$ cat src/hdl/hwpe_cfg_pkg.sv
/*
 * HWPE configuration definitions
 * Register map, controller states, status and performance types,
 * and the Wishbone classic request and response bundles
 */
package hwpe_cfg_pkg;

  localparam int CFG_AW = 6;
  localparam int CFG_DW = 32;
  localparam int PERF_W = 16;

  // Word addresses on the configuration bus
  localparam logic [CFG_AW-1:0] REG_TRIGGER     = 6'd0;
  localparam logic [CFG_AW-1:0] REG_STATUS      = 6'd1;
  localparam logic [CFG_AW-1:0] REG_PERF_CYCLES = 6'd8;
  localparam logic [CFG_AW-1:0] REG_PERF_REQS   = 6'd9;
  localparam logic [CFG_AW-1:0] REG_PERF_STALLS = 6'd10;
  // Stream k base register sits at REG_IO_BASE + k
  localparam logic [CFG_AW-1:0] REG_IO_BASE     = 6'd16;

  typedef struct packed {
    logic              cyc;
    logic              stb;
    logic              we;
    logic [CFG_AW-1:0] adr;
    logic [CFG_DW-1:0] dat;
    logic [3:0]        sel;
  } wb_req_t;

  typedef struct packed {
    logic              ack;
    logic [CFG_DW-1:0] dat;
  } wb_rsp_t;

  typedef enum logic [2:0] {
    CTRL_IDLE,
    CTRL_START,
    CTRL_RUN,
    CTRL_DRAIN,
    CTRL_DONE
  } ctrl_state_e;

  typedef struct packed {
    logic [PERF_W-1:0] cycles;
    logic [PERF_W-1:0] reqs;
    logic [PERF_W-1:0] stalls;
  } perf_t;

endpackage

$ cat src/hdl/hwpe_mem_pkg.sv
/*
 * HWPE memory side definitions
 * TCDM request/grant port and accelerator chip-select/wait port
 */
package hwpe_mem_pkg;

  localparam int MEM_AW = 32;
  localparam int MEM_DW = 32;
  localparam int MEM_BW = 4;

  // TCDM master request, wen high means read
  typedef struct packed {
    logic              req;
    logic              wen;
    logic [MEM_AW-1:0] add;
    logic [MEM_BW-1:0] be;
    logic [MEM_DW-1:0] data;
  } tcdm_req_t;

  typedef struct packed {
    logic              gnt;
    logic              r_valid;
    logic [MEM_DW-1:0] r_data;
  } tcdm_rsp_t;

  // Accelerator access, same wen convention as the TCDM
  typedef struct packed {
    logic              cs_n;
    logic              wen;
    logic [MEM_AW-1:0] addr;
    logic [MEM_BW-1:0] be;
    logic [MEM_DW-1:0] wdata;
  } acc_req_t;

  typedef struct packed {
    logic              wait_n;
    logic [MEM_DW-1:0] rdata;
  } acc_rsp_t;

endpackage

$ cat src/hdl/hwpe_cfg_slave.sv
`timescale 1ns/1ps

/*
 * HWPE configuration slave
 * Wishbone classic register file with stream base addresses, job trigger,
 * status with completed-job count and performance counter readback
 */
module hwpe_cfg_slave #(
  parameter int N_IO_REGS = 2
) (
  input  logic                                           clk,
  input  logic                                           rst_n,
  input  hwpe_cfg_pkg::wb_req_t                          wb_i,
  output hwpe_cfg_pkg::wb_rsp_t                          wb_o,
  input  logic                                           busy_i,
  input  logic                                           job_done_i,
  input  hwpe_cfg_pkg::perf_t                            perf_i,
  output logic                                           job_start_o,
  output logic [N_IO_REGS-1:0][hwpe_mem_pkg::MEM_AW-1:0] io_base_o
);
  import hwpe_cfg_pkg::*;

  logic              ack_q;
  logic [CFG_DW-1:0] rdata_q;
  logic [CFG_DW-1:0] rdata_d;
  logic [7:0]        job_cnt_q;
  logic              access;
  logic              wr_access;
  logic [CFG_AW-1:0] base_idx;
  logic              base_hit;

  // New access is a request not yet acknowledged
  assign access    = wb_i.cyc & wb_i.stb & ~ack_q;
  assign wr_access = access & wb_i.we;

  assign base_idx = wb_i.adr - REG_IO_BASE;
  assign base_hit = (wb_i.adr >= REG_IO_BASE) && (base_idx < CFG_AW'(N_IO_REGS));

  // Read mux, unmapped words and the trigger read as zero
  always_comb begin
    rdata_d = '0;
    case (wb_i.adr)
      REG_STATUS:      rdata_d = {16'h0, job_cnt_q, 7'h0, busy_i};
      REG_PERF_CYCLES: rdata_d = CFG_DW'(perf_i.cycles);
      REG_PERF_REQS:   rdata_d = CFG_DW'(perf_i.reqs);
      REG_PERF_STALLS: rdata_d = CFG_DW'(perf_i.stalls);
      default: begin
        for (int k = 0; k < N_IO_REGS; k++) begin
          if (base_hit && (base_idx == CFG_AW'(k))) begin
            rdata_d = CFG_DW'(io_base_o[k]);
          end
        end
      end
    endcase
  end

  always_ff @(posedge clk or negedge rst_n) begin
    if (!rst_n) begin
      ack_q       <= 1'b0;
      job_start_o <= 1'b0;
      job_cnt_q   <= '0;
    end else begin
      ack_q       <= access;
      // Triggers while a job runs are dropped
      job_start_o <= wr_access && (wb_i.adr == REG_TRIGGER) && !busy_i;
      if (job_done_i) begin
        job_cnt_q <= job_cnt_q + 8'd1;
      end
    end
  end

  // Base registers with byte selects, base and data are both 32 bits wide
  always_ff @(posedge clk or negedge rst_n) begin
    if (!rst_n) begin
      io_base_o <= '0;
    end else if (wr_access && base_hit) begin
      for (int k = 0; k < N_IO_REGS; k++) begin
        if (base_idx == CFG_AW'(k)) begin
          for (int b = 0; b < 4; b++) begin
            if (wb_i.sel[b]) begin
              io_base_o[k][8*b +: 8] <= wb_i.dat[8*b +: 8];
            end
          end
        end
      end
    end
  end

  always_ff @(posedge clk) begin
    if (access) begin
      rdata_q <= rdata_d;
    end
  end

  assign wb_o.ack = ack_q;
  assign wb_o.dat = rdata_q;

endmodule

$ cat src/hdl/hwpe_ctrl_fsm.sv
`timescale 1ns/1ps

/*
 * HWPE job controller
 * Sequences start, run, drain of outstanding reads and the end-of-job event
 */
module hwpe_ctrl_fsm (
  input  logic clk,
  input  logic rst_n,
  input  logic job_start_i,
  input  logic catc_done_i,
  input  logic stall_i,
  input  logic bridge_idle_i,
  output logic catc_start_o,
  output logic catc_en_o,
  output logic run_o,
  output logic busy_o,
  output logic job_done_o
);
  import hwpe_cfg_pkg::*;

  ctrl_state_e state_q;
  ctrl_state_e state_d;

  always_comb begin
    state_d = state_q;
    case (state_q)
      CTRL_IDLE: begin
        if (job_start_i) begin
          state_d = CTRL_START;
        end
      end
      CTRL_START: state_d = CTRL_RUN;
      CTRL_RUN: begin
        if (catc_done_i) begin
          state_d = CTRL_DRAIN;
        end
      end
      // Hold until no read is left in flight
      CTRL_DRAIN: begin
        if (bridge_idle_i) begin
          state_d = CTRL_DONE;
        end
      end
      CTRL_DONE: state_d = CTRL_IDLE;
      default:   state_d = CTRL_IDLE;
    endcase
  end

  always_ff @(posedge clk or negedge rst_n) begin
    if (!rst_n) begin
      state_q <= CTRL_IDLE;
    end else begin
      state_q <= state_d;
    end
  end

  assign catc_start_o = (state_q == CTRL_START);
  assign run_o        = (state_q == CTRL_RUN);
  // Accelerator frozen for every cycle the bridge holds it
  assign catc_en_o    = run_o & ~stall_i;
  assign busy_o       = (state_q != CTRL_IDLE);
  assign job_done_o   = (state_q == CTRL_DONE);

endmodule

$ cat src/hdl/hwpe_perf_counters.sv
`timescale 1ns/1ps

/*
 * HWPE performance counters
 * Saturating busy-cycle, memory request and memory stall counts per job
 */
module hwpe_perf_counters (
  input  logic                clk,
  input  logic                rst_n,
  input  logic                clear_i,
  input  logic                busy_i,
  input  logic                req_i,
  input  logic                gnt_i,
  output hwpe_cfg_pkg::perf_t perf_o
);
  import hwpe_cfg_pkg::*;

  perf_t perf_q;

  // Increment that sticks at all ones
  function automatic logic [PERF_W-1:0] sat_inc(input logic [PERF_W-1:0] cnt,
                                                input logic              en);
    logic [PERF_W-1:0] res;
    res = cnt;
    if (en && (cnt != '1)) begin
      res = cnt + 1'b1;
    end
    return res;
  endfunction

  always_ff @(posedge clk or negedge rst_n) begin
    if (!rst_n) begin
      perf_q <= '0;
    end else if (clear_i) begin
      perf_q <= '0;
    end else begin
      perf_q.cycles <= sat_inc(perf_q.cycles, busy_i);
      perf_q.reqs   <= sat_inc(perf_q.reqs, req_i);
      // Stall is a request cycle without grant
      perf_q.stalls <= sat_inc(perf_q.stalls, req_i & ~gnt_i);
    end
  end

  assign perf_o = perf_q;

endmodule

$ cat src/hdl/hwpe_port_bridge.sv
`timescale 1ns/1ps

/*
 * HWPE accelerator to TCDM bridge
 * Relocates accelerator accesses by stream base address, holds the
 * accelerator through grant back-pressure and returns read data
 */
module hwpe_port_bridge #(
  parameter int N_IO_REGS = 2,
  parameter int OFFSET_W  = 16
) (
  input  logic                                           clk,
  input  logic                                           rst_n,
  input  logic                                           run_i,
  input  logic [N_IO_REGS-1:0][hwpe_mem_pkg::MEM_AW-1:0] io_base_i,
  input  hwpe_mem_pkg::acc_req_t                         acc_i,
  output hwpe_mem_pkg::acc_rsp_t                         acc_o,
  output hwpe_mem_pkg::tcdm_req_t                        tcdm_o,
  input  hwpe_mem_pkg::tcdm_rsp_t                        tcdm_i,
  output logic                                           stall_o,
  output logic                                           idle_o
);
  import hwpe_mem_pkg::*;

  localparam int SEL_W = MEM_AW - OFFSET_W;

  typedef enum logic [1:0] {
    BR_FREE,
    BR_WAIT_GNT,
    BR_WAIT_RD
  } br_state_e;

  br_state_e         state;
  logic              pending_q;
  logic              new_req;
  logic              wait_n;
  logic [SEL_W-1:0]  stream_sel;
  logic [MEM_AW-1:0] base;
  logic [MEM_AW-1:0] offset;

  // Upper address bits pick the stream, out-of-range picks stream 0
  assign stream_sel = acc_i.addr[MEM_AW-1:OFFSET_W];
  assign offset     = {{SEL_W{1'b0}}, acc_i.addr[OFFSET_W-1:0]};

  always_comb begin
    base = io_base_i[0];
    for (int k = 1; k < N_IO_REGS; k++) begin
      if (stream_sel == SEL_W'(k)) begin
        base = io_base_i[k];
      end
    end
  end

  // No new request while a read waits for its data
  assign new_req = ~acc_i.cs_n & run_i & ~pending_q;

  always_comb begin
    if (pending_q) begin
      state = BR_WAIT_RD;
    end else if (new_req && !tcdm_i.gnt) begin
      state = BR_WAIT_GNT;
    end else begin
      state = BR_FREE;
    end
  end

  always_comb begin
    case (state)
      BR_WAIT_RD:  wait_n = tcdm_i.r_valid;
      BR_WAIT_GNT: wait_n = 1'b0;
      // Granted writes finish now, granted reads wait a cycle
      default:     wait_n = acc_i.cs_n | (run_i & ~acc_i.wen);
    endcase
  end

  always_ff @(posedge clk or negedge rst_n) begin
    if (!rst_n) begin
      pending_q <= 1'b0;
    end else if (pending_q) begin
      pending_q <= ~tcdm_i.r_valid;
    end else begin
      pending_q <= new_req & tcdm_i.gnt & acc_i.wen;
    end
  end

  assign tcdm_o.req  = new_req;
  assign tcdm_o.wen  = acc_i.wen;
  assign tcdm_o.add  = base + offset;
  assign tcdm_o.be   = acc_i.be;
  assign tcdm_o.data = acc_i.wdata;

  assign acc_o.wait_n = wait_n;
  assign acc_o.rdata  = tcdm_i.r_data;

  assign stall_o = ~wait_n;
  assign idle_o  = ~pending_q;

endmodule

$ cat src/hdl/hwpe_sm_wrapper.sv
`timescale 1ns/1ps

/*
 * Shared-memory HWPE wrapper top level
 * Couples an HLS accelerator to the TCDM and a Wishbone configuration port
 */
module hwpe_sm_wrapper #(
  parameter int N_IO_REGS = 2,
  parameter int OFFSET_W  = 16
) (
  input  logic                    clk,
  input  logic                    rst_n,
  input  hwpe_cfg_pkg::wb_req_t   wb_i,
  output hwpe_cfg_pkg::wb_rsp_t   wb_o,
  output hwpe_mem_pkg::tcdm_req_t tcdm_o,
  input  hwpe_mem_pkg::tcdm_rsp_t tcdm_i,
  input  hwpe_mem_pkg::acc_req_t  acc_i,
  output hwpe_mem_pkg::acc_rsp_t  acc_o,
  output logic                    catc_start_o,
  output logic                    catc_en_o,
  input  logic                    catc_done_i,
  output logic                    evt_interrupt_o
);
  import hwpe_cfg_pkg::*;
  import hwpe_mem_pkg::*;

  logic                             job_start;
  logic [N_IO_REGS-1:0][MEM_AW-1:0] io_base;
  logic                             busy;
  logic                             run;
  logic                             job_done;
  logic                             stall;
  logic                             bridge_idle;
  perf_t                            perf;

  hwpe_cfg_slave #(
    .N_IO_REGS (N_IO_REGS)
  ) u_cfg_slave (
    .clk         (clk),
    .rst_n       (rst_n),
    .wb_i        (wb_i),
    .wb_o        (wb_o),
    .busy_i      (busy),
    .job_done_i  (job_done),
    .perf_i      (perf),
    .job_start_o (job_start),
    .io_base_o   (io_base)
  );

  hwpe_ctrl_fsm u_ctrl_fsm (
    .clk           (clk),
    .rst_n         (rst_n),
    .job_start_i   (job_start),
    .catc_done_i   (catc_done_i),
    .stall_i       (stall),
    .bridge_idle_i (bridge_idle),
    .catc_start_o  (catc_start_o),
    .catc_en_o     (catc_en_o),
    .run_o         (run),
    .busy_o        (busy),
    .job_done_o    (job_done)
  );

  hwpe_perf_counters u_perf_counters (
    .clk     (clk),
    .rst_n   (rst_n),
    .clear_i (job_start),
    .busy_i  (busy),
    .req_i   (tcdm_o.req),
    .gnt_i   (tcdm_i.gnt),
    .perf_o  (perf)
  );

  hwpe_port_bridge #(
    .N_IO_REGS (N_IO_REGS),
    .OFFSET_W  (OFFSET_W)
  ) u_port_bridge (
    .clk       (clk),
    .rst_n     (rst_n),
    .run_i     (run),
    .io_base_i (io_base),
    .acc_i     (acc_i),
    .acc_o     (acc_o),
    .tcdm_o    (tcdm_o),
    .tcdm_i    (tcdm_i),
    .stall_o   (stall),
    .idle_o    (bridge_idle)
  );

  // End-of-job event
  assign evt_interrupt_o = job_done;

endmodule

$ cat config.mk
export PLATFORM = sky130hd
export DESIGN_NAME = hwpe_sm_wrapper
export DESIGN_NICKNAME = d
export VERILOG_FILES = /design/src/hdl/hwpe_cfg_pkg.sv /design/src/hdl/hwpe_mem_pkg.sv /design/src/hdl/hwpe_cfg_slave.sv /design/src/hdl/hwpe_ctrl_fsm.sv /design/src/hdl/hwpe_perf_counters.sv /design/src/hdl/hwpe_port_bridge.sv /design/src/hdl/hwpe_sm_wrapper.sv
export SDC_FILE = /design/constraint.sdc
export NUM_CORES = 1
export LEC_CHECK = 0
export ABC_AREA = 1
export BUFFER_PORTS_ARGS = -buffer_cell sky130_fd_sc_hd__clkbuf_2
export CAP_MARGIN = 15
export CORE_UTILIZATION = 35
export CTS_CLUSTER_DIAMETER = 40
export DETAILED_ROUTE_END_ITERATION = 12
export REMOVE_ABC_BUFFERS = 1
export SETUP_SLACK_MARGIN = 0.05
export SYNTH_ARGS = -nofsm -noshare
export SYNTH_HDL_FRONTEND = slang
export SYNTH_SLANG_ARGS = --single-unit
export TNS_END_PERCENT = 10
$ cat constraint.sdc
create_clock -name clk -period 6.4 [get_ports clk]
set_clock_uncertainty 0.2 [all_clocks]
set_input_delay 0.32 -clock clk [delete_from_list [all_inputs] [get_ports clk]]
set_output_delay 0.32 -clock clk [all_outputs]
set_load 0.03 [all_outputs]
==> results.cfg <==
[outcome]
outcome = completed

[routing]
vias = 8842
drcViolationCount = 0
drtIter0Drc = 797
postRouteAntennaNets = 0
viasPerCell = 5.19
firstDrtPassIters = 5
wl_per_cell_um = 19.1
totalWireLength_um = 32500

[die]
core_um2 = 27000
num_rows = 60
die_y_um = 168
ioPinCount = 291
start_util_pct = 35.8
dieWidth_um = 168
fp.dieArea_um2 = 28200

[critical_path]
startpoint_type = primary input
rrSetupSlack_ps = 3880
cp_max_fo = 26
crit_family = simple AND/OR/NAND/NOR gates
cpMostUsedCell = nand2_1
required_ps = 5880
critical-path-slowest-cell = nand2_1
crit_chain = clkbuf_2 -> nor2_1 -> nand2_1 -> nor2_1 -> nand2_1 -> o21ai_0 -> ha_1 -> inv_1 -> fa_1 -> o21ai_0 -> nand2_1 -> nand2_1 -> nand3_1 -> nand2_1 -> nand3_1 -> nand2_1 -> nand2_1 -> xor2_1 -> clkbuf_2
arrival_ps = 3880
rr_startpoint = u_cfg_slave.ack_q
cp.buffers_inverters = 3
end_kind = primary output
regToRegEndpoint = u_cfg_slave.io_base_o[56]
criticalPathCategory = in -> out
worstRegToRegCells = 6
max_stage_delay_ps = 470

[global_routing]
grt_util_met3_pct = 9.64
antenna_found_initial = 2
grt-ovfl-total = 0
use_met2_pct = 31.8
use_met1_pct = 32.8
grt_pass1_wl_um = 49300
grt-busiest-layer = met1
grt_usage_pct = 23.3
grt_pass1_vias = 8329
grt_start_max_net_pins = 71

[timing]
setup_viol = 0
slew-limit-headroom_pct = 26.2
fin_tns_setup_ps = 0
max_freq_mhz = 227
tightest_slew_ps = 1100
drv_slew = 0
period_share_pct = 68.7
period_minus_slack_ps = 4400
fin_ws_ps = 2000
finalHoldViolCount = 0
rsz0062_at_grt = no

[synthesis]
synth_ff_type = dfrtp_1
synthArstFlopShare_pct = 79.7
synth.cell_area_um2 = 9640
synthCells = 1235
synth_warnings = 0
synth_top_family_by_area = simple AND/OR/NAND/NOR gates
synth_top_cells_by_area = dfrtp_1 33%, edfxtp_1 10%, nand2_1 9.3%
synth-simple-area-share_pct = 22.4
synth_seq_cells = 158
synthAdderAreaFrac_pct = 2.80
synth_top_area_share_pct = 32.7
synth_compound_area_share_pct = 15.2
yosysTopAreaCell = dfrtp_1
ys_seq_area_share_pct = 42.7
post_synth_num_cell_types = 42
synth_edf_count = 32
syn_area_per_cell_um2 = 7.81
synthMuxAreaShare_pct = 0
synth_xor_area_share_pct = 2.73

[pwr]
p_leak_nw = 5.16
p_per_area_nw_per_um2 = 246
finalPower_w = 0.00276
ir_worst_vdd_v = 0.000134

[placed_design]
portBuffers = 154
dp_hpwl_um = 24200
post-place-ws_ps = 2000
globalplace.congestion = 0.900

[clock_tree]
cts_tree = built
clockBufferDepth = 2
postCtsHoldBufs = 36
clock_latency_ps = 440
cts.sinks = 158
clk_pin_slew_ps = 70
cts-buffers-inserted = 17
htreeDepth = 4
cts_resized = 0
root_buffer = clkbuf_16
post-cts-setup-buffers = 0

[layout]
drive_above_1_share_pct = 17.5
num-fill-cells = 2794
seqCellArea_um2 = 4110
nets = 1522
multi_input_area_um2 = 4170
area_growth_syn_to_layout_pct = 16.2

[min_path]
worstHoldStart = wb_i[40]
whs_path_depth = 4
hold-path-endpoint = u_cfg_slave.job_start_o
hp-class = in -> reg

[flow_run]
drv_cap = 0
-- worst reg2reg max path, delay by kind of cell, from the launching register on --
kind,cells,cell delay (ps)
simple gates,4,1070
buf+inv,1,460
flops,1,400
compound gates,1,290
-- cell type report --
type / instances / area share [%]
diodes: 2 / 0.0447
clock buffers: 18 / 3.83
clock inverters: 14 / 1.62
inverters: 189 / 6.34
multi-input cells: 789 / 37.2
flip-flops and latches: 158 / 36.7
well taps: 341 / 3.81
repair buffers: 194 / 10.4
-- cells by family after synthesis --
family | after synthesis
flops | 158
fa+ha+maj | 21
compound gates | 258
xor+xnor | 30
simple gates | 480
buf+inv | 288
-- where the power goes --
group,switching [W],total (W),internal [W]
Sequential,0.0000725,0.00119,0.00111
Combinational,0.000336,0.000501,0.000166
Clock,0.000448,0.00107,0.000621
Total,0.000856,0.00276,0.00190
-- Yosys cell counts (16+ instances only) --
cell type and n:
a21oi_1 62, buf_4 72, clkbuf_1 21, dfrtp_1 126
edfxtp_1 32, ha_1 20, inv_1 184, nand2_1 238
nand3_1 63, nor2_1 88, nor2_2 16, nor3_1 27
o21ai_0 109, o22ai_1 32, xor2_1 20
-- metrics by stage --
| stage | hold WS [ps] | area [µm²] | util (%) | std cells |
|---|---|---|---|---|
| 5_1_grt | 51.2 | 11200 | 41.5 | 1705 |
| 6_report | 47.5 | 11200 | 41.5 | 1705 |
| 3_5_place_dp | 273 | 10200 | 37.9 | 1635 |
| 4_1_cts | 28.1 | 11200 | 41.5 | 1703 |
| 3_3_place_gp | 266 | 10200 | 37.9 | 1635 |
| 2_1_floorplan | -176 | 8980 | - | 1136 |
-- how the worst max path moves through the flow --
stage	startpoint	end	slack, ps	cells after the start
finish	acc_i[65]	tcdm_o[62]	2000	19
global route	acc_i[53]	tcdm_o[62]	1520	19
CTS	acc_i[65]	tcdm_o[62]	1990	19
detailed placement	acc_i[65]	tcdm_o[62]	2000	19
global placement	acc_i[53]	tcdm_o[62]	2200	19
floorplan	acc_i[53]	tcdm_o[62]	2690	17
-- layout by cell type (no fill, tap or decap), drive strengths merged --
cell type,synthesis,routed
nand2,248,248
inv,189,193
clkbuf,21,171
dfrtp,126,126
o21ai,116,116
nor2,107,107
nand3,71,71
a21oi,62,62
dlygate4sd3,0,36
o22ai,32,32
edfxtp,32,32
nor3,32,32
xor2,20,20
ha,20,20
nand4,14,14
o211ai,10,10
xnor2,10,10
a221oi,9,9
o221ai,8,8
o21a,8,8
a31oi,5,5
buf,78,5
nor4,4,4
clkinv,0,4
nand3b,3,3
a21o,3,3
bufinv,0,3
clkinvlp,0,3
diode,0,2
o21bai,2,2
a21boi,1,1
a31o,1,1
a211oi,1,1
and3,1,1
fa,1,1
-- registers in the layout, summed over array words and instances, names as in the netlist --
register	count
u_cfg_slave.io_base_o	64
u_perf_counters.perf_o	48
u_cfg_slave.rdata_q	32
u_cfg_slave.job_cnt_q	8
u_ctrl_fsm.state_q	3
u_cfg_slave.ack_q	1
u_cfg_slave.job_start_o	1
u_port_bridge.pending_q	1
-- metal layers --
| metal | part of all wire [%] | wire, µm |
|---|---|---|
| met5 | 0.48 | 157 |
| met4 | 1.7 | 537 |
| met3 | 10 | 3290 |
| met2 | 40 | 12900 |
| met1 | 48 | 15600 |
Power figures use the tool's default switching activity.
